**src/wfd_pkg.sv**
```systemverilog
package wfd_pkg;

  ////////////////////////////////////////////////////////////
  // defaults for the top-level parameters
  ////////////////////////////////////////////////////////////
  parameter int BUF_ADDR_W        = 10;  // 1024-word sample buffer
  parameter int HDR_FIFO_DEPTH    = 4;   // fills waiting for readout
  parameter int LONG_RESET_CYCLES = 16;  // master reset pulse length for a full reset

  // command opcode, bits 31:28 of the first frame word
  typedef enum logic [3:0] {
    OP_WR_REG  = 4'h1,  // opcode/address word, then value word
    OP_RD_REG  = 4'h2,  // reply header + value
    OP_RD_FILL = 4'h3   // reply header + one stored fill
  } cmd_op_e;

  // register map, bits 7:0 of the first frame word
  typedef enum logic [7:0] {
    REG_CHANNEL_TAG      = 8'h00,
    REG_NUM_BURSTS       = 8'h01,
    REG_INITIAL_FILL_NUM = 8'h02
  } reg_addr_e;

  // one word on any of the 32-bit streams
  typedef struct packed {
    logic [31:0] data;
    logic        last;  // final word of a frame
  } chan_word_t;

  // register file contents
  typedef struct packed {
    logic [7:0]  channel_tag;
    logic [9:0]  num_bursts;        // data words per fill
    logic [23:0] initial_fill_num;
  } chan_cfg_t;

  // one entry of the fill header FIFO
  typedef struct packed {
    logic [9:0]  start_addr;  // buffer address of the fill header word
    logic [10:0] num_words;   // header word plus data words
    logic [23:0] fill_num;
  } fill_hdr_t;

  typedef enum logic [1:0] {ACQ_IDLE, ACQ_HEADER, ACQ_DATA} acq_state_e;

  typedef enum logic [2:0] {
    CMD_IDLE, CMD_WDATA, CMD_REPLY, CMD_VALUE, CMD_FILL, CMD_DRAIN
  } cmd_state_e;

endpackage

```
**src/tx_mux.sv**
```systemverilog
`timescale 1ns/1ps

module tx_mux (
  input  logic                clk125,
  input  logic                core_rst_n,
  input  logic                readout_pause,
  input  logic                use_fill,     // fill stream selected
  input  wfd_pkg::chan_word_t reply_word,
  input  logic                reply_valid,
  output logic                reply_ready,
  input  wfd_pkg::chan_word_t fill_word,
  input  logic                fill_valid,
  output logic                fill_ready,
  output wfd_pkg::chan_word_t tx_word,
  output logic                tx_valid,
  input  logic                tx_ready
);

  logic [1:0] pause_sync;  // two-flop synchronizer
  logic       paused;
  logic       go;          // output may move a word

  always_ff @(posedge clk125) begin
    if (!core_rst_n) pause_sync <= '0;
    else pause_sync <= {pause_sync[0], readout_pause};
  end

  assign paused = pause_sync[1];
  assign go     = tx_ready && !paused;

  // only the selected source sees ready, nothing moves while paused
  assign tx_word     = use_fill ? fill_word : reply_word;
  assign tx_valid    = (use_fill ? fill_valid : reply_valid) && !paused;
  assign fill_ready  = use_fill && go;
  assign reply_ready = !use_fill && go;

endmodule

```
**config.mk**
```make
export PLATFORM = sky130hd
export DESIGN_NAME = tx_mux
export DESIGN_NICKNAME = d
export VERILOG_FILES = /design/src/wfd_pkg.sv /design/src/tx_mux.sv
export SDC_FILE = /design/constraint.sdc
export NUM_CORES = 1
export LEC_CHECK = 0
export CAP_MARGIN = 30
export CORE_AREA = 2 2 42 44
export DETAILED_ROUTE_END_ITERATION = 6
export DIE_AREA = 0 0 44 46
export DONT_BUFFER_PORTS = 1
export SKIP_CTS_REPAIR_TIMING = 1
export SYNTH_ARGS = -nofsm -noshare
export SYNTH_HDL_FRONTEND = slang
export SYNTH_SLANG_ARGS = --single-unit
```
**constraint.sdc**
```tcl
create_clock -name clk125 -period 1 [get_ports clk125]
set_input_delay 0.2 -clock clk125 [delete_from_list [all_inputs] [get_ports clk125]]
set_output_delay 0.2 -clock clk125 [all_outputs]
set_load 0.1 [all_outputs]
```
==> impl_metrics.csv <==
group,metric,value,unit
grt,overflow,0,
logic_synthesis,synth_nets,118,
place,placed_area,777,sq um
clocking,numCtsBuffers,3,
grt,use_met3,0.0317,
logic_synthesis,seq_area_frac_synth,0.0644,
worst_setup_path,crit_fanout,3,
run,cap_viol_max_count,0,
grt,antenna_found_initial,0,
timing,setup_viol,3,
timing,timing.setup.tns,-0.408,ns
final_layout,top_regs,"pause_sync (2)",
grt,grt_pass1_vias,460,
timing,worstMarginPinSlew,0.257,ns
worst_setup_path,crit_required,0.80,ns
grt,grt_pass1_wl,2100,um
floorplan,dieHeight,46,um
place,placed_cells,67,
logic_synthesis,postSynthAreaPerCell,13.8,sq um
final_layout,final_util,0.496,
clocking,clockRootBuffer,"clkbuf_4",
timing,setup_slack,-0.187,ns
floorplan,rows,15,
worst_setup_path,worstSetupStartpointType,"flop",
clocking,path_clk_slew,0.03,ns
status,violations,"negative setup slack",
final_layout,final_common_cell,"mux2_4",
routing,firstDrtPassIters,4,
worst_hold_path,hold_depth,1,
clocking,cts_buffer_depth,2,
final_layout,syn_to_final_growth,28.8,%
status,status,"finished with violations",
floorplan,start_util,0.385,
clocking,cts_sinks,2,
floorplan,dieArea,2020,sq um
routing,drcViolationCount,0,
place,post-place-ws,-0.0297,ns
timing,min_period,1.19,ns
routing,routedWlPerCell,24.2,um
clocking,insertion_delay,0.22,ns
final_layout,nets,128,
final_layout,drive_gt1_frac,0.925,
routing,dr.first_iter.drc_count,4,
power,peakVddDrop,807,uV
routing,ant_nets,0,
final_layout,fin_area,801,sq um
place,dp_hpwl,1520,um
timing,fin_worst_skew,0.00144,ns
grt,grt.total_usage,0.141,
clocking,ctsHtreeMaxLevel,1,
logic_synthesis,netlist-cell-type-count,11,
place,place_congestion,0.802,
clocking,cts_tree,"done",
timing,hold_viol_final,0,
logic_synthesis,synth_area,622,sq um
worst_setup_path,crit_arrival,0.99,ns
logic_synthesis,synthCells,45,
power,powerDensity,1800,nW/um^2
grt,grt_max_degree,37,
floorplan,num_io_pins,109,
worst_setup_path,path_class,"flop to output pin",
routing,viasPerCell,6.11,
grt,grtUsageMet2,0.271,
final_layout,regMostFlops,"pause_sync",
grt,grt-busiest-layer,"met2",
final_layout,largest_reg_flops,2,
power,p_leak,0.000385,uW
routing,vias,428,
place,portBuffers,0,
final_layout,final_cell_mix,"mux2_4, buf_12, mux2_2",
worst_setup_path,setup.worst_path.end_class,"output pin",
timing,slew_violations,0,
timing,finalCritPeriodShare,1.19,
worst_setup_path,reg2reg_depth,1,
worst_hold_path,hp-class,"input port to flop",
timing,grt_setup_unrepaired,"yes",
timing,max_freq,842,MHz
routing,wirelength,1690,um
final_layout,stdcell_count,70,
floorplan,core-area,1610,sq um
logic_synthesis,yosys_warnings,0,
floorplan,fp.dieW,44,um
grt,use_met1,0.162,
logic_synthesis,synth_seq_cells,2,
timing,relSlewSlack,0.824,
final_layout,diodes,0,
==> through the flow <==
stage	power, uW	hold slack (ns)
4_1_cts	1450	0.103
2_1_floorplan	1200	0.322
5_1_grt	1470	0.0984
6_report	1440	0.106
3_3_place_gp	1270	0.326
3_5_place_dp	1270	0.327
==> routing by layer <==
metal / part of all wire / up-vias
met2: 0.56 / 52
met4: 0 / 0
met3: 0.12 / 0
met5: 0 / -
met1: 0.33 / 192
li1: - / 184
==> critical path, cell delays in order, from the launching register on <==
cell and delay, ns:
dfxtp_2 0.36, and3b_2 0.24, buf_12 0.17
==> power by group <==
group / total, uW / leakage [uW] / switching (uW) / internal, uW
Combinational: 1180 / 0.000354 / 902 / 277
Clock: 171 / 0.0000138 / 39.5 / 132
Sequential: 87.6 / 0.0000169 / 3.00 / 84.6
==> cells by family after synthesis <==
logic type,after synthesis,share of synthesized area
AND/OR/NAND/NOR,5,0.0523
flip-flops,2,0.0644
multiplexers,34,0.777
buffers and inverters,4,0.107
==> synth_stat cells <==
library cell	count	share of area
and3b_1	1	0.014
mux2_2	6	0.11
buf_8	1	0.024
buf_6	1	0.018
nor2_1	1	0.0060
buf_12	2	0.064
nor3b_1	1	0.012
mux2i_1	1	0.016
and2_1	2	0.020
mux2_4	27	0.65
dfxtp_1	2	0.064
==> final cells by class <==
cell class	instances	area, sq um
timing repair buffer	9	180
sequential	2	41.3
multi-input combinational	39	536
clock buffer	3	22.5
tap	17	21.3
fill	143	813
==> final timing paths <==
path / from / endpoint / slack [ns]
worst min-delay path: readout_pause / pause_sync[0] / 0.11
worst min register to register: pause_sync[0] / pause_sync[1] / 0.44
worst max-delay path: pause_sync[1] / fill_ready / -0.19
worst max register to register: pause_sync[0] / pause_sync[1] / 0.47
Note: power is estimated with default switching activity, not from simulation.
