==> config.mk <==
export PLATFORM = sky130hd
export DESIGN_NAME = cmd_proc
export DESIGN_NICKNAME = d
export VERILOG_FILES = /design/src/wfd_pkg.sv /design/src/cmd_proc.sv
export SDC_FILE = /design/constraint.sdc
export NUM_CORES = 1
export LEC_CHECK = 0
export ABC_AREA = 1
export BUFFER_PORTS_ARGS = -buffer_cell sky130_fd_sc_hd__buf_2
export CELL_PAD_IN_SITES_DETAIL_PLACEMENT = 1
export CELL_PAD_IN_SITES_GLOBAL_PLACEMENT = 2
export CORE_MARGIN = 4
export CORE_UTILIZATION = 25
export DETAILED_ROUTE_END_ITERATION = 12
export GPL_ROUTABILITY_DRIVEN = 0
export GPL_TIMING_DRIVEN = 0
export HOLD_SLACK_MARGIN = 0.05
export PLACE_DENSITY = 0.86
export SETUP_SLACK_MARGIN = 0.05
export SLEW_MARGIN = 20
export SYNTH_ARGS = -nofsm -noshare
export SYNTH_HDL_FRONTEND = slang
export SYNTH_SLANG_ARGS = --single-unit
==> constraint.sdc <==
create_clock -name clk125 -period 2 [get_ports clk125]
set_input_delay 0.4 -clock clk125 [delete_from_list [all_inputs] [get_ports clk125]]
set_output_delay 0.4 -clock clk125 [all_outputs]
set_load 0.01 [all_outputs]
==> src/wfd_pkg.sv <==
package wfd_pkg;

  ////////////////////////////////////////////////////////////
  // defaults for the top-level parameters
  ////////////////////////////////////////////////////////////
  parameter int BUF_ADDR_W        = 10;  // 1024-word sample buffer
  parameter int HDR_FIFO_DEPTH    = 4;   // fills waiting for readout
  parameter int LONG_RESET_CYCLES = 16;  // master reset pulse length for a full reset

  // command opcode, bits 31:28 of the first frame word
  typedef enum logic [3:0] {
    OP_WR_REG  = 4'h1,  // opcode/address word, then value word
    OP_RD_REG  = 4'h2,  // reply header + value
    OP_RD_FILL = 4'h3   // reply header + one stored fill
  } cmd_op_e;

  // register map, bits 7:0 of the first frame word
  typedef enum logic [7:0] {
    REG_CHANNEL_TAG      = 8'h00,
    REG_NUM_BURSTS       = 8'h01,
    REG_INITIAL_FILL_NUM = 8'h02
  } reg_addr_e;

  // one word on any of the 32-bit streams
  typedef struct packed {
    logic [31:0] data;
    logic        last;  // final word of a frame
  } chan_word_t;

  // register file contents
  typedef struct packed {
    logic [7:0]  channel_tag;
    logic [9:0]  num_bursts;        // data words per fill
    logic [23:0] initial_fill_num;
  } chan_cfg_t;

  // one entry of the fill header FIFO
  typedef struct packed {
    logic [9:0]  start_addr;  // buffer address of the fill header word
    logic [10:0] num_words;   // header word plus data words
    logic [23:0] fill_num;
  } fill_hdr_t;

  typedef enum logic [1:0] {ACQ_IDLE, ACQ_HEADER, ACQ_DATA} acq_state_e;

  typedef enum logic [2:0] {
    CMD_IDLE, CMD_WDATA, CMD_REPLY, CMD_VALUE, CMD_FILL, CMD_DRAIN
  } cmd_state_e;

endpackage

==> src/cmd_proc.sv <==
`timescale 1ns/1ps

module cmd_proc (
  input  logic                clk125,
  input  logic                core_rst_n,
  input  wfd_pkg::chan_word_t rx_word,
  input  logic                rx_valid,
  output logic                rx_ready,
  output wfd_pkg::chan_word_t reply_word,
  output logic                reply_valid,
  input  logic                reply_ready,
  output wfd_pkg::chan_cfg_t  cfg,
  output logic                init_fill_wr,  // initial_fill_num was just written
  input  logic                hdr_empty,
  output logic                read_start,
  input  logic                read_done,
  output logic                use_fill       // tx_mux takes the fill stream
);
  import wfd_pkg::*;

  cmd_state_e  state;
  cmd_op_e     rx_op;     // opcode field of the word on rx
  cmd_op_e     op_q;      // opcode of the frame in progress
  reg_addr_e   addr_q;
  logic        empty_q;   // fill read found no fill queued
  logic        rx_en;     // holds rx_ready off in the first cycle out of reset
  logic        rx_fire, reply_fire;
  logic [31:0] rd_value;

  assign rx_op      = cmd_op_e'(rx_word.data[31:28]);
  assign rx_ready   = rx_en && (state == CMD_IDLE || state == CMD_WDATA || state == CMD_DRAIN);
  assign rx_fire    = rx_valid && rx_ready;
  assign reply_fire = reply_valid && reply_ready;

  // register readback, unmapped addresses read zero
  always_comb begin
    case (addr_q)
      REG_CHANNEL_TAG:      rd_value = {24'd0, cfg.channel_tag};
      REG_NUM_BURSTS:       rd_value = {22'd0, cfg.num_bursts};
      REG_INITIAL_FILL_NUM: rd_value = {8'd0, cfg.initial_fill_num};
      default:              rd_value = '0;
    endcase
  end

  ////////////////////////////////////////////////////////////
  // reply words, held by the state until accepted
  ////////////////////////////////////////////////////////////
  always_comb begin
    reply_word  = '0;
    reply_valid = 1'b0;
    case (state)
      CMD_REPLY: begin
        reply_valid     = 1'b1;
        reply_word.data = {op_q, 19'd0, empty_q, addr_q};  // header word
        // write and empty fill read end here, other replies continue
        reply_word.last = (op_q == OP_WR_REG) || (op_q == OP_RD_FILL && empty_q);
      end
      CMD_VALUE: begin
        reply_valid     = 1'b1;
        reply_word.data = rd_value;
        reply_word.last = 1'b1;
      end
      default: ;
    endcase
  end

  // frame fields, latched on the first word
  always_ff @(posedge clk125) begin
    if (state == CMD_IDLE && rx_fire) begin
      op_q    <= rx_op;
      addr_q  <= reg_addr_e'(rx_word.data[7:0]);
      empty_q <= (rx_op == OP_RD_FILL) && hdr_empty;  // only reads pop, so it stays valid
    end
  end

  ////////////////////////////////////////////////////////////
  // frame sequencer and register file
  ////////////////////////////////////////////////////////////
  always_ff @(posedge clk125) begin
    if (!core_rst_n) begin
      state        <= CMD_IDLE;
      rx_en        <= 1'b0;
      cfg          <= '0;
      init_fill_wr <= 1'b0;
      read_start   <= 1'b0;
      use_fill     <= 1'b0;
    end else begin
      rx_en        <= 1'b1;
      init_fill_wr <= 1'b0;
      read_start   <= 1'b0;
      case (state)
        CMD_IDLE: if (rx_fire) begin
          case (rx_op)
            OP_WR_REG:             state <= CMD_WDATA;
            OP_RD_REG, OP_RD_FILL: state <= CMD_REPLY;
            default:               state <= rx_word.last ? CMD_IDLE : CMD_DRAIN;  // unknown op
          endcase
        end
        CMD_WDATA: if (rx_fire) begin
          case (addr_q)
            REG_CHANNEL_TAG: cfg.channel_tag <= rx_word.data[7:0];
            REG_NUM_BURSTS:  cfg.num_bursts  <= rx_word.data[9:0];
            REG_INITIAL_FILL_NUM: begin
              cfg.initial_fill_num <= rx_word.data[23:0];
              init_fill_wr         <= 1'b1;  // acq_ctrl reloads its counter
            end
            default: ;  // write to an unmapped address is dropped
          endcase
          state <= CMD_REPLY;
        end
        CMD_DRAIN: if (rx_fire && rx_word.last) state <= CMD_IDLE;
        CMD_REPLY: if (reply_fire) begin
          if (op_q == OP_RD_REG) begin
            state <= CMD_VALUE;
          end else if (op_q == OP_RD_FILL && !empty_q) begin
            state      <= CMD_FILL;
            read_start <= 1'b1;  // pop the header and start streaming
            use_fill   <= 1'b1;  // hand the output over
          end else begin
            state <= CMD_IDLE;
          end
        end
        CMD_VALUE: if (reply_fire) state <= CMD_IDLE;
        CMD_FILL: if (read_done) begin  // last fill word accepted
          use_fill <= 1'b0;
          state    <= CMD_IDLE;
        end
        default: state <= CMD_IDLE;
      endcase
    end
  end

endmodule

==> flow_summary.json <==
{
  "relSlewSlack": 0.585,
  "cp_max_fo": 5,
  "core_area_mm2": 0.0115,
  "die_h_um": 117,
  "syn_area_mm2": 0.00295,
  "power_mw": 4.21,
  "cap_violations": 0,
  "clockBufferDepth": 2,
  "ys_seq_area_frac": 0.465,
  "min_period_ns": 2.21,
  "syn_area_per_cell_um2": 7.11,
  "cp.required_ns": 1.60,
  "grt.overflow.total": 0,
  "dieArea_mm2": 0.0136,
  "drt_wl_total_mm": 11.9,
  "tightest_slew_ns": 0.623,
  "drtAntennaViolNets": 0,
  "synth_ff_type": "dfxtp_1",
  "drv_slew": 0,
  "grt_setup_unrepaired": "true",
  "fp-row-count": 39,
  "drcViolationCount": 0,
  "finalSetupViolations": 24,
  "synth_seq_cells": 62,
  "fin_ws_ns": -0.208,
  "grt_max_degree": 14,
  "area_delta_synth_final_pct": 54.4,
  "multi_input_area_mm2": 0.00156,
  "hpwl_mm": 8.53,
  "placed_cell_area_mm2": 0.00369,
  "end_kind": "output port",
  "worst-setup-path-type": "reg2out",
  "syn_inst": 415,
  "antenna_cells": 0,
  "power_density_mw_per_mm2": 924,
  "fmax_mhz": 453,
  "p_leak_nw": 2.08,
  "fin_nets": 600,
  "postCtsHoldBufs": 0,
  "grt_pass1_vias": 3456,
  "hold_class": "in2reg",
  "synth-async-reset-ratio": 0,
  "rrSetupSlack_ns": 0.18,
  "drt_iter0_drc": 107,
  "utilization": 0.397,
  "grt_pass1_wl_mm": 18.3,
  "cp-start-kind": "flop",
  "antenna_found_initial": 0,
  "fillers": 1421,
  "cts_buffers": 9,
  "seqCellArea_mm2": 0.00138,
  "clock_skew_ns": 0.00500,
  "final_common_cell": "nand2_1",
  "ys_warn_count": 0,
  "status": "complete, but fails checks",
  "avgRoutedWirePerCell_um": 16.8,
  "initial_core_util": 0.257,
  "cts_htree_levels": 3,
  "post-route-period-util": 1.10,
  "postLayoutCellArea_mm2": 0.00456,
  "cp.arrival_ns": 1.81,
  "first_pass_iters": 4,
  "hold_viol_final": 0,
  "portBuffers": 110,
  "drive_above_1_share": 0.392,
  "cts.reportedPaths.clkPinSlew_ns": 0.06,
  "track_usage": 0.178,
  "vias_per_cell": 4.78,
  "root_buffer": "clkbuf_16",
  "via_count": 3390,
  "cts_tree": "yes",
  "die_x_um": 117,
  "violations": "negative setup slack",
  "pin_count": 119,
  "clk_latency_ns": 0.33,
  "layout_common_cells": "nand2_1 (123), buf_2 (105), nand3_1 (48)",
  "cts.sinks": 62,
  "synth.distinct_cells": 25,
  "synth_edf_count": 13,
  "peakVddDrop_v": 0.000447
}
==> critical path, cell delays in order, from the launching register on <==
cell      delay, ns
edfxtp_1       0.40
nor2_2         0.17
nand3_4        0.16
nor2_4         0.20
buf_6          0.16
nand2_2        0.05
nand3_2        0.07
nand2_1        0.06
nand2_2        0.08
buf_6          0.10
==> state kept, by name, summed over array words and instances, names as in the netlist <==
register,count
cfg,42
addr_q,8
op_q,4
state,3
empty_q,1
init_fill_wr,1
read_start,1
rx_en,1
use_fill,1
==> metal layers <==
layer	wire length (µm)	vias up	track usage
li1	-	1638	-
met1	4800	1644	0.213
met2	6170	92	0.316
met3	695	16	0.0389
met4	226	0	0.0581
met5	0	-	0
==> cell families after synthesis <==
group	share of synthesized area
other	0.00127
AOI/OAI and AO/OA	0.0848
buffers and inverters	0.0780
DFF	0.465
and+or+nand+nor	0.371
==> power breakdown <==
group	switching, mW	internal (mW)	leakage (nW)	total [mW]
clock	0.601	1.22	0.166	1.82
combinational	0.610	0.328	1.39	0.938
sequential	0.0761	1.37	0.517	1.45
total	1.29	2.92	2.08	4.21
==> final timing paths <==
path | startpoint | to | depth (start not counted)
worst max-delay path | addr_q[7] | reply_word[7] | 9
worst min-delay path | core_rst_n | rx_en | 1
worst max register to register | addr_q[7] | cfg[4] | 9
worst min register to register | cfg[14] | cfg[14] | 2
==> area by class of cell <==
type / count / share of cell area
Buffer: 24 / 0.0417
Clock buffer: 9 / 0.0494
Clock inverter: 7 / 0.0266
Inverter: 25 / 0.0211
Multi-Input combinational cell: 307 / 0.343
Sequential cell: 62 / 0.302
Tap cell: 143 / 0.0393
Timing Repair Buffer: 132 / 0.176
==> synthesized netlist by cell type (all sizes together), types with 2 or more instances <==
cell type | instances | area share
edfxtp | 13 | 0.13
nor3 | 3 | 0.0068
nor2 | 44 | 0.062
nand3 | 61 | 0.11
clkbuf | 5 | 0.0064
inv | 24 | 0.031
dfxtp | 49 | 0.33
nand4 | 2 | 0.0042
o21ai | 5 | 0.0085
nand2 | 138 | 0.18
buf | 19 | 0.040
nor4 | 2 | 0.0042
a21oi | 45 | 0.076
==> timing repair <==
item | 4_1_cts | 5_1_grt
setup endpoints to repair | 25 | 26
hold endpoints to repair | 0 | 0
gates cloned | 3 | 0
gates resized for setup | 55 | 37
buffers inserted | 15 | 4
pin swaps | 11 | 10
==> per-stage QoR <==
| step | hold WS, ns | worst slack, ns | TNS [ns] | instances |
|---|---|---|---|---|
| after floorplan | 0.428 | 0.296 | 0 | 418 |
| after global placement | 0.456 | -0.227 | -2.63 | 671 |
| after detailed placement | 0.466 | -0.232 | -2.91 | 671 |
| after CTS | 0.248 | -0.208 | -3.64 | 705 |
| after global routing | 0.255 | -0.300 | -5.90 | 709 |
| final | 0.263 | -0.208 | -3.52 | 709 |
Power figures use the tool's default switching activity.
