[src/wfd_pkg.sv]
package wfd_pkg;

  ////////////////////////////////////////////////////////////
  // defaults for the top-level parameters
  ////////////////////////////////////////////////////////////
  parameter int BUF_ADDR_W        = 10;  // 1024-word sample buffer
  parameter int HDR_FIFO_DEPTH    = 4;   // fills waiting for readout
  parameter int LONG_RESET_CYCLES = 16;  // master reset pulse length for a full reset

  // command opcode, bits 31:28 of the first frame word
  typedef enum logic [3:0] {
    OP_WR_REG  = 4'h1,  // opcode/address word, then value word
    OP_RD_REG  = 4'h2,  // reply header + value
    OP_RD_FILL = 4'h3   // reply header + one stored fill
  } cmd_op_e;

  // register map, bits 7:0 of the first frame word
  typedef enum logic [7:0] {
    REG_CHANNEL_TAG      = 8'h00,
    REG_NUM_BURSTS       = 8'h01,
    REG_INITIAL_FILL_NUM = 8'h02
  } reg_addr_e;

  // one word on any of the 32-bit streams
  typedef struct packed {
    logic [31:0] data;
    logic        last;  // final word of a frame
  } chan_word_t;

  // register file contents
  typedef struct packed {
    logic [7:0]  channel_tag;
    logic [9:0]  num_bursts;        // data words per fill
    logic [23:0] initial_fill_num;
  } chan_cfg_t;

  // one entry of the fill header FIFO
  typedef struct packed {
    logic [9:0]  start_addr;  // buffer address of the fill header word
    logic [10:0] num_words;   // header word plus data words
    logic [23:0] fill_num;
  } fill_hdr_t;

  typedef enum logic [1:0] {ACQ_IDLE, ACQ_HEADER, ACQ_DATA} acq_state_e;

  typedef enum logic [2:0] {
    CMD_IDLE, CMD_WDATA, CMD_REPLY, CMD_VALUE, CMD_FILL, CMD_DRAIN
  } cmd_state_e;

endpackage

[src/master_reset.sv]
`timescale 1ns/1ps

module master_reset #(
  parameter int LONG_RESET_CYCLES = wfd_pkg::LONG_RESET_CYCLES
) (
  input  logic clk125,
  input  logic rst_n,
  input  logic rst_from_master,
  output logic short_reset,  // one-cycle pulse, reloads the fill counter
  output logic long_reset    // one-cycle pulse, clears acquisition state
);

  localparam int CNT_W = $clog2(LONG_RESET_CYCLES + 1);

  logic [1:0]       line_sync;  // two-flop synchronizer
  logic             line_d;     // previous synchronized level, for the falling edge
  logic [CNT_W-1:0] high_cnt;   // high cycles, saturates at the long threshold

  always_ff @(posedge clk125) begin
    if (!rst_n) begin
      line_sync   <= '0;
      line_d      <= 1'b0;
      high_cnt    <= '0;
      short_reset <= 1'b0;
      long_reset  <= 1'b0;
    end else begin
      line_sync   <= {line_sync[0], rst_from_master};
      line_d      <= line_sync[1];
      short_reset <= 1'b0;
      long_reset  <= 1'b0;
      if (line_sync[1]) begin
        if (high_cnt != CNT_W'(LONG_RESET_CYCLES))
          high_cnt <= high_cnt + 1'b1;  // stop counting once it is long
      end else begin
        high_cnt <= '0;
        if (line_d) begin  // line just fell, classify the pulse
          if (high_cnt == CNT_W'(LONG_RESET_CYCLES))
            long_reset <= 1'b1;
          else
            short_reset <= 1'b1;
        end
      end
    end
  end

endmodule

[config.mk]
export PLATFORM = sky130hd
export DESIGN_NAME = master_reset
export DESIGN_NICKNAME = d
export VERILOG_FILES = /design/src/wfd_pkg.sv /design/src/master_reset.sv
export SDC_FILE = /design/constraint.sdc
export NUM_CORES = 1
export LEC_CHECK = 0
export ABC_AREA = 1
export BUFFER_PORTS_ARGS = -buffer_cell sky130_fd_sc_hd__clkbuf_2
export CAP_MARGIN = 20
export CORE_AREA = 2 2 39 41
export CTS_BUF_LIST = sky130_fd_sc_hd__clkbuf_8
export DETAILED_ROUTE_END_ITERATION = 6
export DIE_AREA = 0 0 41 43
export SLEW_MARGIN = 20
export SYNTH_ARGS = -nofsm -noshare
export SYNTH_HDL_FRONTEND = slang
export SYNTH_SLANG_ARGS = --single-unit
[constraint.sdc]
create_clock -name clk125 -period 0.9 [get_ports clk125]
set_input_delay 0.27 -clock clk125 [delete_from_list [all_inputs] [get_ports clk125]]
set_output_delay 0.27 -clock clk125 [all_outputs]
set_load 0.02 [all_outputs]
==> results of run 1 <==
[worst max-delay path, stage by stage, from the launching register on]
cell and delay, ns:
dfxtp_2 0.33, inv_2 0.07, ha_4 0.13, nand2_4 0.05, inv_6 0.08, nand3_2 0.08, nand2_1 0.09, nor2_1 0.04
[state kept, by name, indices dropped and copies added (netlist names)]
name and flops:
high_cnt 5, line_d 1, line_sync 2, long_reset 1
short_reset 1
[report_power, final]
group          internal [mW]  switching (mW)  leakage [nW]
clock network          0.384           0.172        0.0288
registers              0.451         0.00294        0.0831
logic                 0.0194          0.0171         0.153
total                  0.855           0.192         0.265
[timing repair]
item                       4_1_cts  5_1_grt
pin swaps                        0        8
setup buffers                    0        3
resized for setup                6       17
setup endpoints to repair        6        8
[Yosys cell counts, drive strengths merged]
master | instances | share of area (%)
a21oi | 5 | 6.5
dfxtp | 10 | 52
ha | 2 | 6.5
inv | 8 | 7.7
nand2 | 10 | 9.7
nand3 | 4 | 5.2
nand3b | 1 | 1.9
nand4 | 2 | 3.2
nor2 | 5 | 5.5
xnor2 | 1 | 2.3
[cell families after synthesis]
logic type | synth area share (%)
flip-flops | 51.61
buffers and inverters | 7.742
XOR/XNOR | 2.258
AO/OA/AOI/OAI | 6.451
AND/OR/NAND/NOR | 25.49
adder cells (fa/ha/maj) | 6.451
[per-layer routing]
layer  track usage (%)  part of all wire, %  up-vias
li1                  -                    -      187
met1             10.97                   39      172
met2             14.37                   54        7
met3             1.571                  1.7        6
met4             8.000                  5.2        0
met5                 0                    0        -
[stage by stage]
stage               area, µm²  hold WS (ns)
finish                  659.4        0.2175
floorplan               392.9        0.3635
global route            659.4        0.2398
detailed placement      485.5        0.4031
global placement        485.5        0.3953
CTS                     560.5        0.2202
[cell type report]
class / instances / area, µm²
clock buffer: 4 / 55.05
inverter: 8 / 35.03
sequential: 10 / 205.2
timing repair buffer: 14 / 115.1
fill: 135 / 724.4
tap: 16 / 20.02
multi-input combinational: 30 / 229.0
[worst paths after layout]
kind | depth (start not counted) | to | start | slack [ns]
worst max register to register | 7 | high_cnt[0] | high_cnt[1] | -0.09
worst min register to register | 2 | line_sync[1] | line_sync[0] | 0.42
worst max-delay path | 7 | high_cnt[0] | high_cnt[1] | -0.09
worst min-delay path | 3 | line_sync[0] | rst_from_master | 0.22
==> flow_summary.toml, run 1 <==
[final_layout]
mostFrequentLayoutCells = "10 x buf_4, 8 x nand2_1, 6 x dfxtp_1, 5 x inv_1"
nets = 72
post_route_cells_drive_above_1_share_pct = 54.55
utilization_pct = 47.65
diodes = 0
area_delta_synth_final_pct = 70.00
final_cells = 82
final_common_cell = "buf_4"

[drt]
routed_wl_um = 954
drt_iter0_drc = 3
detail-route-antenna-nets = 0
drc_errors = 0
dr.pass1.iters = 4
via_count = 372
wl_per_cell_um = 11.63
vias_per_cell = 4.537

[sta]
setup_slack_ns = -0.08913
fin_crit_ns = 0.9891
grt_setup_unrepaired = "true"
finalCritPeriodShare_pct = 109.9
drv_slew = 0
setup_tns_ns = -0.3182
hold_viol = 0
fin_worst_skew_ns = 0.001230
clock.fmax_ghz = 1.011
slew_headroom_pct = 84.94
setup-violations-final = 6
worst_pin_slew_ns = 0.2253

[critical_path]
arrival_ns = 1.11
critical_path.max_fanout = 6
critPathLaunchType = "register"
critPathCaptureType = "register"
crit_type = "register to register"
critPathRequiredTime_ns = 1.02

[global_routing]
grt_max_degree = 7
grt_antenna_before_repair = 0
grt_usage_pct = 9.548
grt_pass1_wl_mm = 1.138
grt_overflow = 0
grt_pass1_vias = 321

[clock_network]
cts-htree-levels = 1
clock_latency_ns = 0.23
cts_root_buf = "clkbuf_8"
numClockSinks = 10
cts.clk_slew.worst_paths_ns = 0.05
ctsHoldBuffers = 0
cts_tree = "done"
cts.path.max_buffers = 2
cts_buffers = 3

[placement]
hpwl_um = 515.3
io_buffers = 4
preCtsSetupSlack_ns = -0.08105
place_congestion = 0.7061
place_inst = 75

[floorplan]
die_w_um = 41
core_um2 = 1384
initial_utilization_pct = 28.03
io_pins = 5
dieHeight_um = 43
rows = 14
design.die.area_um2 = 1763

[pwr]
power.total_mw = 1.047
p_leak_nw = 0.2646
p_per_area_nw_per_um2 = 1588
ir_drop_uv = 658.6

[yosys]
syn_inst = 48
ys_ff_latch = 10
ys_warn_count = 0
avgSynthCellArea_um2 = 8.081
syn-num-nets = 53
ys_types = 11
syn_area_um2 = 387.9
ys_seq_area_share_pct = 51.61

[status]
status = "finished with violations"
violations = "negative setup slack"

[min_path]
hold_path.class = "primary input to register"

[job]
maxCapViolCount = 0
No activity file was read; power rests on OpenSTA's default activity.
==> run 2, diff against run 1 <==
--- a/config.mk
+++ b/config.mk
@@ -12,6 +12,7 @@
 export CTS_BUF_LIST = sky130_fd_sc_hd__clkbuf_8
 export DETAILED_ROUTE_END_ITERATION = 6
 export DIE_AREA = 0 0 41 43
+export GPL_TIMING_DRIVEN = 0
 export SLEW_MARGIN = 20
 export SYNTH_ARGS = -nofsm -noshare
 export SYNTH_HDL_FRONTEND = slang
==> flow_summary.toml, run 2 (same netlist as run 1, synthesis figures left out) <==
[min_path]
min_path_cells = 3
min-delay-start = "rst_from_master"
hold_path.class = "primary input to register"
min_to = "line_sync[0]"

[sta]
setup-violations-final = 5
hold_viol = 0
worst_pin_slew_ns = 0.2770
slew_headroom_pct = 81.51
grt_setup_unrepaired = "true"
fin_crit_ns = 0.9535
setup_slack_ns = -0.05347
hold_ws_ns = 0.2148
setup_tns_ns = -0.2060
clock.fmax_ghz = 1.049
fin_worst_skew_ns = 0.002807
finalCritPeriodShare_pct = 105.9
drv_slew = 0

[drt]
drt_iter0_drc = 7
detail-route-antenna-nets = 0
drc_errors = 0
vias_per_cell = 4.333
via_count = 325
wl_per_cell_um = 9.773
dr.pass1.iters = 4
routed_wl_um = 733

[pwr]
p_per_area_nw_per_um2 = 1656
ir_drop_uv = 681.2
p_leak_nw = 0.2282

[floorplan]
design.die.area_um2 = 1763
dieHeight_um = 43
core_um2 = 1384
io_pins = 5
die_w_um = 41
rows = 14
initial_utilization_pct = 28.03

[status]
status = "finished with violations"
violations = "negative setup slack"

[final_layout]
nets = 66
diodes = 0
utilization_pct = 41.23
post_route_cells_drive_above_1_share_pct = 42.37
area_delta_synth_final_pct = 47.10
final_common_cell = "nand2_1"
mostFrequentLayoutCells = "8 x nand2_1, 6 x dfxtp_1, 5 x inv_1"
final_area_um2 = 570.5
largest_register = "high_cnt"
largest_reg_flops = 5
top_regs = "high_cnt x5, line_sync x2"

[global_routing]
busiest_layer = "met2"
grt_use_met1_pct = 10.68
use_met3_pct = 4.712
grt_max_degree = 7
met2_usage_pct = 15.63
grt_usage_pct = 10.76
grt_overflow = 0
grt_antenna_before_repair = 0
grt_pass1_wl_mm = 1.166
grt_pass1_vias = 304

[clock_network]
cts-htree-levels = 1
cts_root_buf = "clkbuf_8"
cts_tree = "done"
numClockSinks = 10
cts.path.max_buffers = 2
cts.clk_slew.worst_paths_ns = 0.05
clock_latency_ns = 0.24
cts_buffers = 3
ctsHoldBuffers = 0

[critical_path]
r2r_start = "high_cnt[0]"
reg2reg_depth = 6
critPathRequiredTime_ns = 1.03
critical_path.max_fanout = 6
critPathCaptureType = "register"
rrSetupSlack_ns = -0.05
arrival_ns = 1.08
r2r_end = "high_cnt[0]"
critPathLaunchType = "register"
crit_type = "register to register"

[job]
maxCapViolCount = 0

[placement]
placed_cell_area_um2 = 432.9
io_buffers = 4
place_congestion = 0.7153
hpwl_um = 439.3
## run 2: per-layer routing
| metal | vias to the layer above | part of all wire, % |
|---|---|---|
| met5 | - | 0 |
| met1 | 141 | 44 |
| met2 | 6 | 49 |
| li1 | 175 | - |
| met3 | 3 | 3.1 |
| met4 | 0 | 3.5 |
## run 2: power breakdown
| group | switching (mW) | leakage, nW | internal [mW] |
|---|---|---|---|
| Clock | 0.169 | 0.0216 | 0.292 |
| Sequential | 0.00367 | 0.0831 | 0.452 |
| Combinational | 0.0142 | 0.124 | 0.0140 |
| Total | 0.186 | 0.228 | 0.759 |
## run 2: layout make-up
class,instances,area (µm²)
Clock buffer,3,41.29
Fill cell,133,813.3
Inverter,8,35.03
Multi-Input combinational cell,30,198.9
Sequential cell,10,205.2
Tap cell,16,20.02
Timing Repair Buffer,8,70.07
## run 2: worst max-delay path, cell delays in order, from the launching register on
cell and delay, ns:
dfxtp_2 0.35, inv_2 0.06, ha_4 0.16, nand2_4 0.07, inv_6 0.05, a21oi_2 0.12, nor2_1 0.05
## run 2: timing repair
action                     4_1_cts  5_1_grt
setup endpoints to repair        7        8
pin swaps                        5        3
setup buffers                    3        1
hold endpoints to repair         0        0
gates resized for setup         15        2
gates cloned                     0        0
## run 2: per-stage QoR
stage                     instances  power, mW  worst slack [ns]
final                            75     0.9450          -0.05347
after global placement           68     0.4835          -0.07530
after CTS                        74     0.9481          -0.06766
after detailed placement         68     0.4842          -0.08208
after floorplan                  48     0.4749          -0.01912
after global routing             75     0.9728           -0.1124
## run 2: how the worst max path moves through the flow
stage	end	slack, ns	cells past startpoint	start
2_1_floorplan	high_cnt[0]	-0.02	6	high_cnt[1]
3_3_place_gp	high_cnt[0]	-0.08	6	high_cnt[1]
3_5_place_dp	high_cnt[0]	-0.08	7	high_cnt[0]
4_1_cts	high_cnt[0]	-0.07	7	high_cnt[0]
5_1_grt	high_cnt[0]	-0.11	7	high_cnt[1]
6_report	high_cnt[0]	-0.05	6	high_cnt[0]
