`src/wfd_pkg.sv`:
```
package wfd_pkg;

  ////////////////////////////////////////////////////////////
  // defaults for the top-level parameters
  ////////////////////////////////////////////////////////////
  parameter int BUF_ADDR_W        = 10;  // 1024-word sample buffer
  parameter int HDR_FIFO_DEPTH    = 4;   // fills waiting for readout
  parameter int LONG_RESET_CYCLES = 16;  // master reset pulse length for a full reset

  // command opcode, bits 31:28 of the first frame word
  typedef enum logic [3:0] {
    OP_WR_REG  = 4'h1,  // opcode/address word, then value word
    OP_RD_REG  = 4'h2,  // reply header + value
    OP_RD_FILL = 4'h3   // reply header + one stored fill
  } cmd_op_e;

  // register map, bits 7:0 of the first frame word
  typedef enum logic [7:0] {
    REG_CHANNEL_TAG      = 8'h00,
    REG_NUM_BURSTS       = 8'h01,
    REG_INITIAL_FILL_NUM = 8'h02
  } reg_addr_e;

  // one word on any of the 32-bit streams
  typedef struct packed {
    logic [31:0] data;
    logic        last;  // final word of a frame
  } chan_word_t;

  // register file contents
  typedef struct packed {
    logic [7:0]  channel_tag;
    logic [9:0]  num_bursts;        // data words per fill
    logic [23:0] initial_fill_num;
  } chan_cfg_t;

  // one entry of the fill header FIFO
  typedef struct packed {
    logic [9:0]  start_addr;  // buffer address of the fill header word
    logic [10:0] num_words;   // header word plus data words
    logic [23:0] fill_num;
  } fill_hdr_t;

  typedef enum logic [1:0] {ACQ_IDLE, ACQ_HEADER, ACQ_DATA} acq_state_e;

  typedef enum logic [2:0] {
    CMD_IDLE, CMD_WDATA, CMD_REPLY, CMD_VALUE, CMD_FILL, CMD_DRAIN
  } cmd_state_e;

endpackage

```
`src/acq_ctrl.sv`:
```
`timescale 1ns/1ps

module acq_ctrl (
  input  logic               clk125,
  input  logic               core_rst_n,
  input  logic               short_reset,
  input  logic               acq_trig,
  input  logic               acq_enable,
  input  logic [11:0]        adc_sample,
  input  logic               adc_ovr,
  input  wfd_pkg::chan_cfg_t cfg,
  input  logic               init_fill_wr,
  input  logic [10:0]        free_words,
  input  logic               hdr_full,
  output logic               wr_en,
  output logic [31:0]        wr_word,
  output logic               hdr_push,
  output wfd_pkg::fill_hdr_t hdr_in,  // entry of the fill being captured
  output logic               acq_done
);
  import wfd_pkg::*;

  acq_state_e  state;
  logic [2:0]  trig_sr;    // two sync stages plus one for the edge
  logic        trig_rise;
  logic        room;       // buffer and header FIFO can take one more fill
  logic        start;
  logic        last_wr;    // final buffer write of the fill
  logic [23:0] fill_cnt;
  logic [9:0]  next_addr;  // follows the buffer write pointer
  logic [9:0]  dcnt;       // data word index

  assign trig_rise = trig_sr[1] & ~trig_sr[2];
  assign room      = (free_words >= {1'b0, cfg.num_bursts} + 11'd1) && !hdr_full;
  assign start     = (state == ACQ_IDLE) && trig_rise && acq_enable && room;
  assign last_wr   = (state == ACQ_HEADER && hdr_in.num_words == 11'd1) ||
                     (state == ACQ_DATA && {1'b0, dcnt} == hdr_in.num_words - 11'd2);

  // buffer writes: fill header word, then one formatted sample per cycle
  assign wr_en = (state != ACQ_IDLE);
  always_comb begin
    if (state == ACQ_HEADER)
      wr_word = {cfg.channel_tag, hdr_in.fill_num};
    else
      wr_word = {6'd0, dcnt, adc_ovr, 3'd0, adc_sample};  // index, over-range, sample
  end

  always_ff @(posedge clk125) begin
    if (!core_rst_n) begin
      trig_sr   <= '0;
      state     <= ACQ_IDLE;
      fill_cnt  <= '0;
      next_addr <= '0;
      acq_done  <= 1'b0;
      hdr_push  <= 1'b0;
    end else begin
      trig_sr  <= {trig_sr[1:0], acq_trig};
      acq_done <= 1'b0;
      hdr_push <= 1'b0;
      case (state)
        ACQ_IDLE:   if (start) state <= ACQ_HEADER;  // busy or full triggers are dropped
        ACQ_HEADER: state <= last_wr ? ACQ_IDLE : ACQ_DATA;
        ACQ_DATA:   if (last_wr) state <= ACQ_IDLE;
        default:    state <= ACQ_IDLE;
      endcase
      if (last_wr) begin
        acq_done  <= 1'b1;  // cycle after the last write
        hdr_push  <= 1'b1;
        next_addr <= next_addr + hdr_in.num_words[9:0];  // wraps with the buffer
      end
      if (init_fill_wr || short_reset)
        fill_cnt <= cfg.initial_fill_num;
      else if (last_wr)
        fill_cnt <= fill_cnt + 1'b1;
    end
  end

  // fill entry and data index
  always_ff @(posedge clk125) begin
    if (start) begin
      hdr_in.start_addr <= next_addr;
      hdr_in.num_words  <= {1'b0, cfg.num_bursts} + 11'd1;  // plus the header word
      hdr_in.fill_num   <= fill_cnt;
    end
    if (state == ACQ_DATA) dcnt <= dcnt + 1'b1;
    else dcnt <= '0;
  end

endmodule

```
`config.mk`:
```
export PLATFORM = sky130hd
export DESIGN_NAME = acq_ctrl
export DESIGN_NICKNAME = d
export VERILOG_FILES = /design/src/wfd_pkg.sv /design/src/acq_ctrl.sv
export SDC_FILE = /design/constraint.sdc
export NUM_CORES = 1
export LEC_CHECK = 0
export ABC_CLOCK_PERIOD_IN_PS = 3500
export BUFFER_PORTS_ARGS = -buffer_cell sky130_fd_sc_hd__buf_4
export CAP_MARGIN = 25
export CORE_ASPECT_RATIO = 1.4
export CORE_MARGIN = 2
export CORE_UTILIZATION = 45
export CTS_CLUSTER_SIZE = 8
export DETAILED_ROUTE_END_ITERATION = 6
export PLACE_DENSITY = 0.81
export SETUP_SLACK_MARGIN = 0.02
export SLEW_MARGIN = 20
export SYNTH_ARGS = -nofsm -noshare
export SYNTH_HDL_FRONTEND = slang
export SYNTH_SLANG_ARGS = --single-unit
export TNS_END_PERCENT = 10
```
`constraint.sdc`:
```
create_clock -name clk125 -period 3.5 [get_ports clk125]
set_input_delay 0.175 -clock clk125 [delete_from_list [all_inputs] [get_ports clk125]]
set_output_delay 0.175 -clock clk125 [all_outputs]
set_load 0.01 [all_outputs]
```
==> metrics, run 1 <==
pin count of the biggest net entering global routing a little under 50; TritonCTS buffer count 9; Clock Path Buffers 2; Die Span Y around 130 um; CP Launch Type flop; PwrDens ~360 nW/um^2; Yosys cell types 54; Least-Margin Pin Slew 0.922 ns; Clock Root Buffer clkbuf_16; dpl hpwl 10200 um; Hold Crit Class in -> reg; routed vias 4288; Synth-to-Final Area Change 31.9%; Synthesized Nets 590; TritonRoute pass-1 iters 5; All-Layer GR Usage about 22%; RePlAce Congestion 0.947; remaining global-route overflow 0; register area share after synthesis 46.0%; Clock transition at path regs 0.06 ns; Filler cells 918; status finished clean; Top FF cell, synth dfxtp_1; CP Capture Type flop; Post-Synthesis Cells roughly 490; LEAKAGE 2.76 nW; max cap viols 0; CTS H-Tree Depth 3; ANT cells 0; endpoints failing hold 0; crit path DAT roughly 3.3 ns; Rows 46; Pwr Total between 2 and 2.5 mW; CP required 3.71 ns; critical path class reg -> reg; antenna violation net count after detailed routing 0; fraction of layout cells with a size suffix above 1 approximately a third; maximum vdd drop 0.255 mV; antenna violations before repair 0; Core Footprint 11200 sq um; post-synthesis register bit count 95; CTS tree done; Final #Nets 741; CTS resizes 0; fin. max-slew vios 0; Max Clk Rate approximately 330 MHz; wire per inst 17.1 um; Die Width between 90 and 100 um; critical-path maximum fanout 10; worst rel slew slack 38.4%; Setup Skew roughly 0.0075 ns; starting density of the core 45.6%; vias in the first global route 4188; most frequent cells in the layout 161 x buf_4, 50 x dfxtp_1, 45 x nor2_1, 45 x edfxtp_1, 31 x xor2_1; Cell Area, Synth 5120 sq um; Synthesis Warnings 0; RSZ-0062 raised after global routing false; Avg Inst Size Synth 10.4 sq um; Place WS 0.279 ns; commonest non-fill, non-tap cell in the layout buf_4; Vias per Instance ~5.4; final setup TNS 0 ns; post-route clock period utilization 86.8%; Iter 0 DRT Violations 192; final setup margin between 0.4 and 0.5 ns; EDFF count, synth 45; CTS Sinks 95; die area 12300 sq um; # port buffers ~150; final WL around 14000 um; DRC Markers 0; I/O pin count roughly 150; first-pass GRT wire length 20800 um; ys async rst share 0%; Final setup viols 0; clk_lat worst skew 0.35 ns; minimum clock period 3.04 ns
## cell type report
type                       instances  area (sq um)  share of cell area, %
tap                              144           180                   2.67
clock inverter                     2          15.0                  0.222
timing repair buffer             161          1210                   17.9
inverter                          26          97.6                   1.45
multi-input combinational        350          2590                   38.4
clock buffer                      14           307                   4.54
sequential                        95          2350                   34.8
## metrics by stage
stage               hold WS [ns]  cells  cell area [sq um]  util, %
finish                    0.0389    792               6750     60.2
global route              0.0421    792               6750     60.2
CTS                       0.0318    790               6740     60.0
floorplan                  0.302    492               5120        -
global placement           0.386    774               6420     57.2
detailed placement         0.388    774               6420     57.2
## layer usage
metal  GRT usage, %  share of wire [%]
met2           39.6                 54
met3           3.70                4.7
met4           9.12                2.9
met5              0                  0
met1           25.7                 38
## path summary, 6_finish.rpt
check	depth (start not counted)	end	from	slack (ns)
worst max-delay path	11	fill_cnt[22]	hdr_in[25]	0.46
worst min-delay path	2	trig_sr[0]	acq_trig	0.04
worst max register to register	11	fill_cnt[22]	hdr_in[25]	0.46
worst min register to register	1	trig_sr[1]	trig_sr[0]	0.44
## registers in the layout (all words and copies together), names as in the netlist
name,count
acq_done,1
dcnt,10
fill_cnt,24
hdr_in,45
next_addr,10
state,2
trig_sr,3
## Yosys cell counts, types with 12 or more instances
cell,count,area [sq um]
nand3_1,20,100
a211oi_1,12,90.1
dfxtp_1,50,1000
nor2_1,46,173
xnor2_1,23,201
a21oi_1,21,105
o21ai_0,24,120
edfxtp_1,45,1350
and2_1,15,93.8
clkbuf_1,16,60.1
inv_1,26,97.6
ha_1,24,300
xor2_1,31,272
nand2_1,20,75.1
mux2_2,23,259
## power by group
| group | internal [mW] | total, mW | switching, mW |
|---|---|---|---|
| Clock | 0.611 | 1.02 | 0.410 |
| Combinational | 0.121 | 0.218 | 0.0976 |
| Sequential | 1.19 | 1.22 | 0.0310 |
| Total | 1.92 | 2.46 | 0.538 |
## worst max-delay path, stage by stage (launching register included)
cell and delay [ns]:
edfxtp_1 0.50, inv_1 0.15, ha_1 0.24, or4b_1 0.49
o211ai_1 0.23, nand3_1 0.16, o2111ai_4 0.32, a2111oi_4 0.12
buf_4 0.22, and4_1 0.22, xnor2_1 0.16, a21oi_1 0.09
## kinds of logic after synthesis
| family | after synthesis | share of synthesized area, % |
|---|---|---|
| AOI/OAI and AO/OA | 82 | 11.6 |
| xor gates and xnor gates | 54 | 9.24 |
| muxes | 31 | 6.62 |
| and+or+nand+nor | 158 | 16.7 |
| adders and majority gates | 25 | 6.26 |
| DFF | 95 | 46.0 |
| buffers and inverters | 47 | 3.62 |
## repair_timing
item                                    in CTS  in global routing
hold buffers                                 0                  0
endpoints found under the setup margin       0                  3
buffers inserted                             0                  2
No activity file was read; power rests on OpenSTA's default activity.
==> inputs of run 2 (changes only) <==
Settings changed: ABC_CLOCK_PERIOD_IN_PS 3500 to 2500, PLACE_DENSITY 0.81 to 0.84.
Clock period 3.5 ns to 2.5 ns, I/O delays scaled along.
==> run 2 against run 1 <==
  * The run now ends with negative setup slack left
  * Global-route usage rose by 0.82 points
  * Fmax up 12%
  * Count of clock-buffer cells in the layout down 2
  * Final area increased by 9.7%
  * Cell count is 7.1% higher
  * Clock power increased by 39%
  * Combinational power is 48% higher
  * Sequential cell count did not move
==> metrics, run 2 (synthesis results as in run 1) <==
status complete, but fails checks (was finished clean); LEAKAGE 3.09 nW (was 2.76 nW); antenna violation net count after detailed routing 0 (unchanged); multi-input logic area 2760 sq um (was 2590 sq um); Rows 46 (unchanged); CTS tree done (unchanged); wire per inst 17.0 um (was 17.1 um); starting density of the core 45.6% (unchanged); Iter 0 DRT Violations 231 (was 192); failing checks negative setup slack; RSZ-0062 raised after global routing true (was false); critical-path maximum fanout 7 (was 10); CTS H-Tree Depth 3 (unchanged); Die Width 94.1 um (unchanged); TritonRoute pass-1 iters 5 (unchanged); routed vias 4594 (was 4288); Hold Crit Class in -> reg (unchanged); Clock Path Buffers 2 (unchanged); critical path class reg -> reg (unchanged); Reg with most FFs hdr_in (unchanged); final WL 14400 um (was 13600 um); I/O pin count 153 (unchanged); Max Clk Rate 368 MHz (was 329 MHz); All-Layer GR Usage 22.8% (was 22.0%); antenna violations before repair 0 (unchanged); max FFs per register 45 (unchanged); Filler cells 868 (was 918); Final setup viols 35 (was 0); Die Span Y 130 um (unchanged); most frequent cells in the layout 205 x buf_4, 50 x dfxtp_1, 45 x nor2_1, 45 x edfxtp_1, 31 x xor2_1 (was 161 x buf_4, 50 x dfxtp_1, 45 x nor2_1, 45 x edfxtp_1, 31 x xor2_1); post-route clock period utilization 109% (was 86.8%); post-placement cell area 6740 sq um (was 6420 sq um); CP Launch Type flop (unchanged); crit path DAT 2.92 ns (was 3.25 ns); Place WS -0.373 ns (was 0.279 ns); reg2reg setup slack -0.22 ns (was 0.46 ns); Clock transition at path regs 0.06 ns (about the same); commonest non-fill, non-tap cell in the layout buf_4 (unchanged); die area 12300 sq um (unchanged); max cap viols 0 (unchanged); CP required 2.70 ns (was 3.71 ns); Final #Nets 797 (was 741); ANT cells 0 (unchanged); Least-Margin Pin Slew 0.721 ns (was 0.922 ns); design area 7400 sq um (was 6750 sq um); endpoints failing hold 0 (unchanged); CP Capture Type flop (unchanged); minimum clock period 2.72 ns (was 3.04 ns); RePlAce Congestion 0.894 (was 0.947); vias in the first global route 4478 (was 4188); first-pass GRT wire length 21700 um (was 20800 um); remaining global-route overflow 0 (unchanged); final setup margin -0.220 ns (was 0.463 ns); TritonCTS buffer count 9 (unchanged); Synth-to-Final Area Change 44.7% (was 31.9%); dpl hpwl 10400 um (was 10200 um); biggest regs hdr_in x45, fill_cnt x24 (unchanged); PwrDens 466 nW/um^2 (was 364 nW/um^2); CTS Sinks 95 (unchanged); Clock Root Buffer clkbuf_16 (unchanged); DRC Markers 0 (unchanged); # port buffers 152 (unchanged); Setup Skew 0.0109 ns (was 0.00748 ns); pin count of the biggest net entering global routing 49 (unchanged); Core Footprint 11200 sq um (unchanged); fin. max-slew vios 0 (unchanged); Vias per Instance 5.42 (was 5.41); maximum vdd drop 0.342 mV (was 0.255 mV); fraction of layout cells with a size suffix above 1 41.5% (was 33.0%); worst rel slew slack 51.8% (was 38.4%); clk_lat worst skew 0.35 ns (about the same); Seq. cell area 2350 sq um (unchanged)
## run 2: cell type report
type	count	share of cell area (%)
clock buffer	12	3.48
clock inverter	4	0.710
inverter	26	1.32
multi-input combinational	350	37.2
sequential	95	31.8
tap	144	2.43
timing repair buffer	217	23.1
## run 2: worst max-delay path, stage by stage (launching register included)
cell       delay, ns
edfxtp_1        0.45
inv_2           0.12
ha_4            0.14
or4b_4          0.46
o211ai_1        0.22
nand3_2         0.13
o2111ai_4       0.28
buf_6           0.15
a21oi_4         0.09
buf_4           0.18
nand2_1         0.07
xor2_1          0.18
a21oi_1         0.11
## run 2: path summary, 6_finish.rpt
path / startpoint / cells past startpoint / to
hold reg to reg: trig_sr[0] / 1 / trig_sr[1]
setup / recovery: hdr_in[25] / 12 / fill_cnt[2]
setup reg to reg: hdr_in[25] / 12 / fill_cnt[2]
hold / removal: cfg[21] / 3 / fill_cnt[21]
## run 2: metal layers
layer / vias to the layer above / part of all wire, % / global-route usage (%)
met2: 167 / 52 / 40.2
li1: 2176 / - / -
met4: 0 / 3.5 / 11.3
met1: 2212 / 40 / 27.3
met5: - / 0 / 0
met3: 39 / 4.5 / 2.89
## run 2: report_power, final
group | internal, mW | leakage (nW) | switching (mW)
clock network | 0.839 | 0.152 | 0.578
registers | 1.67 | 0.823 | 0.0442
logic | 0.181 | 2.12 | 0.141
## run 2: timing repair
item	in CTS	in global routing
hold buffers	1	0
gates cloned	1	1
resized for setup	15	24
hold endpoints to repair	1	0
setup buffers	12	4
pin swaps	24	24
setup endpoints to repair	35	36
## run 2: stage by stage
stage	TNS (ns)	std cells	util, %	hold WS, ns	power [mW]
2_1_floorplan	-5.28	492	-	0.252	1.87
3_3_place_gp	-4.46	814	60.1	0.338	2.04
3_5_place_dp	-8.60	814	60.1	0.337	2.05
4_1_cts	-4.02	844	64.4	0.0548	3.45
5_1_grt	-8.96	848	66.0	0.0687	3.56
6_report	-4.49	848	66.0	0.0586	3.45
==> inputs of run 3 (changes only) <==
Settings changed: CORE_UTILIZATION 45 to 35, PLACE_DENSITY 0.84 to 0.7.
==> run 3 against run 2 <==
  * The run still ends with negative setup slack left
  * Worst setup slack lost 0.018 ns
  * Critical path depth shrank 2
  * Combinational power is essentially flat
  * Register-to-register slack lost 0.02 ns
  * Core utilization shrank 15 points
  * Clock skew shrank 0.00068 ns
  * Count of clock-buffer cells in the layout shrank 3
  * Clock power shrank 8%
  * Fmax shrank 0.65%
  * Routed wire length shrank 4.5%
  * Global-route usage shrank 5.1 points
  * Largest power group unchanged
==> metrics, run 3 (synthesis results as in run 1) <==
All-Layer GR Usage 17.7% (was 22.8%); ANT cells 0 (unchanged); biggest regs hdr_in x45, fill_cnt x24 (unchanged); post-route clock period utilization 110% (was 109%); DRC Markers 0 (unchanged); RSZ-0062 raised after global routing true (unchanged); Final setup viols 31 (was 35); Clock Path Buffers 2 (unchanged); failing checks negative setup slack (unchanged); routed vias 4389 (was 4594); wire per inst 15.3 um (was 17.0 um); max cap viols 0 (unchanged); remaining global-route overflow 0 (unchanged); Final #Nets 802 (was 797); LEAKAGE 3.07 nW (was 3.09 nW); Die Span Y 147 um (was 130 um); # port buffers 152 (unchanged); I/O pin count 153 (unchanged); final setup margin -0.238 ns (was -0.220 ns); Hold Crit Class in -> reg (unchanged); Max Clk Rate 365 MHz (was 368 MHz); CP Capture Type flop (unchanged); Synth-to-Final Area Change 44.5% (was 44.7%); crit path DAT 3.00 ns (was 2.92 ns); most frequent cells in the layout 216 x buf_4, 50 x dfxtp_1, 45 x nor2_1, 45 x edfxtp_1, 30 x xor2_1 (was 205 x buf_4, 50 x dfxtp_1, 45 x nor2_1, 45 x edfxtp_1, 31 x xor2_1); RePlAce Congestion 0.847 (was 0.894); final setup TNS -2.95 ns (was -4.49 ns); Vias per Instance 4.89 (was 5.42); CTS tree done (unchanged); Reg with most FFs hdr_in (unchanged); Filler cells 1295 (was 868); die area 15600 sq um (was 12300 sq um); Iter 0 DRT Violations 158 (was 231); fraction of layout cells with a size suffix above 1 41.9% (was 41.5%); Setup Skew 0.0102 ns (was 0.0109 ns); Core Footprint 14400 sq um (was 11200 sq um); max FFs per register 45 (unchanged); Die Width 106 um (was 94.1 um); CP Launch Type flop (unchanged); critical-path maximum fanout 5 (was 7); TritonCTS buffer count 9 (unchanged); worst rel slew slack 65.1% (was 51.8%); starting density of the core 35.6% (was 45.6%); reg2reg setup slack -0.24 ns (was -0.22 ns); CTS H-Tree Depth 3 (unchanged); Pwr Total 3.32 mW (was 3.45 mW); commonest non-fill, non-tap cell in the layout buf_4 (unchanged); PwrDens 450 nW/um^2 (was 466 nW/um^2); clk_lat worst skew 0.34 ns (was 0.35 ns); Clock Root Buffer clkbuf_16 (unchanged); critical path class reg -> reg (unchanged); pin count of the biggest net entering global routing 49 (unchanged); fin. max-slew vios 0 (unchanged); minimum clock period 2.74 ns (was 2.72 ns); vias in the first global route 4519 (was 4478); antenna violation net count after detailed routing 0 (unchanged); final WL 13800 um (was 14400 um); CTS Sinks 95 (unchanged); Clock transition at path regs 0.07 ns (was 0.06 ns); Rows 52 (was 46); TritonRoute pass-1 iters 5 (unchanged); endpoints failing hold 0 (unchanged); antenna violations before repair 0 (unchanged); status complete, but fails checks (unchanged); first-pass GRT wire length 22100 um (was 21700 um); Least-Margin Pin Slew 0.520 ns (was 0.721 ns); maximum vdd drop 0.321 mV (was 0.342 mV); CP required 2.76 ns (was 2.70 ns); dpl hpwl 10500 um (was 10400 um)
-- run 3: changes by cell type in the layout (fill, tap and decap cells not counted), moves of 2 or more --
| cell | delta |
|---|---|
| nand3_1 | +3 |
| nand3_2 | -3 |
| clkbuf_16 | -2 |
| clkbuf_1 | -2 |
| buf_6 | -6 |
| buf_4 | +11 |
-- run 3: worst max-delay path, stage by stage, from the launching register on --
cell and delay (ns):
edfxtp_1 0.42, buf_4 0.17, nor3_4 0.25, xnor2_1 0.14, nor4_4 0.32, o2111ai_4 0.22, buf_4 0.19, a2111oi_4 0.46
buf_4 0.19, xnor2_1 0.07, a211oi_1 0.22
-- run 3: metal layers --
metal / vias up / part of all wire, % / GRT usage (%) / wire, um
met3: 22 / 2.5 / 1.91 / 342
met4: 0 / 2.3 / 7.37 / 318
met1: 2079 / 41 / 20.3 / 5600
li1: 2183 / - / - / -
met2: 105 / 54 / 33.0 / 7500
met5: - / 0 / 0 / 0
-- run 3: worst paths after layout --
| check | depth (start not counted) | end | start |
|---|---|---|---|
| setup / recovery | 10 | fill_cnt[15] | hdr_in[25] |
| hold / removal | 3 | fill_cnt[8] | cfg[8] |
| setup reg to reg | 10 | fill_cnt[15] | hdr_in[25] |
| hold reg to reg | 1 | trig_sr[1] | trig_sr[0] |
-- run 3: area by class of cell --
class,count,area (sq um),area share [%]
multi-input combinational,351,2730,36.9
sequential,95,2350,31.8
timing repair buffer,221,1700,23.0
tap,189,236,3.20
clock buffer,9,225,3.05
inverter,26,97.6,1.32
clock inverter,7,53.8,0.727
-- run 3: power breakdown --
group | internal [mW] | total (mW) | switching (mW)
clock | 0.685 | 1.30 | 0.610
sequential | 1.66 | 1.71 | 0.0403
combinational | 0.182 | 0.324 | 0.142
total | 2.53 | 3.32 | 0.793
-- run 3: per-stage QoR --
| stage | std cells | setup slack (ns) | area [sq um] | hold slack (ns) | util, % |
|---|---|---|---|---|---|
| floorplan | 492 | -0.259 | 5120 | 0.252 | - |
| global placement | 864 | -0.198 | 6840 | 0.340 | 47.5 |
| detailed placement | 864 | -0.323 | 6840 | 0.340 | 47.5 |
| CTS | 889 | -0.189 | 7240 | 0.0533 | 50.4 |
| global route | 898 | -0.391 | 7400 | 0.0841 | 51.4 |
| finish | 898 | -0.238 | 7400 | 0.0605 | 51.4 |
-- run 3: repair_timing --
item / CTS / global route
gates cloned: 0 / 1
hold buffers: 1 / 0
setup buffers: 9 / 8
setup endpoints to repair: 35 / 35
hold endpoints to repair: 1 / 0
gates resized for setup: 13 / 17
pin swaps: 11 / 19
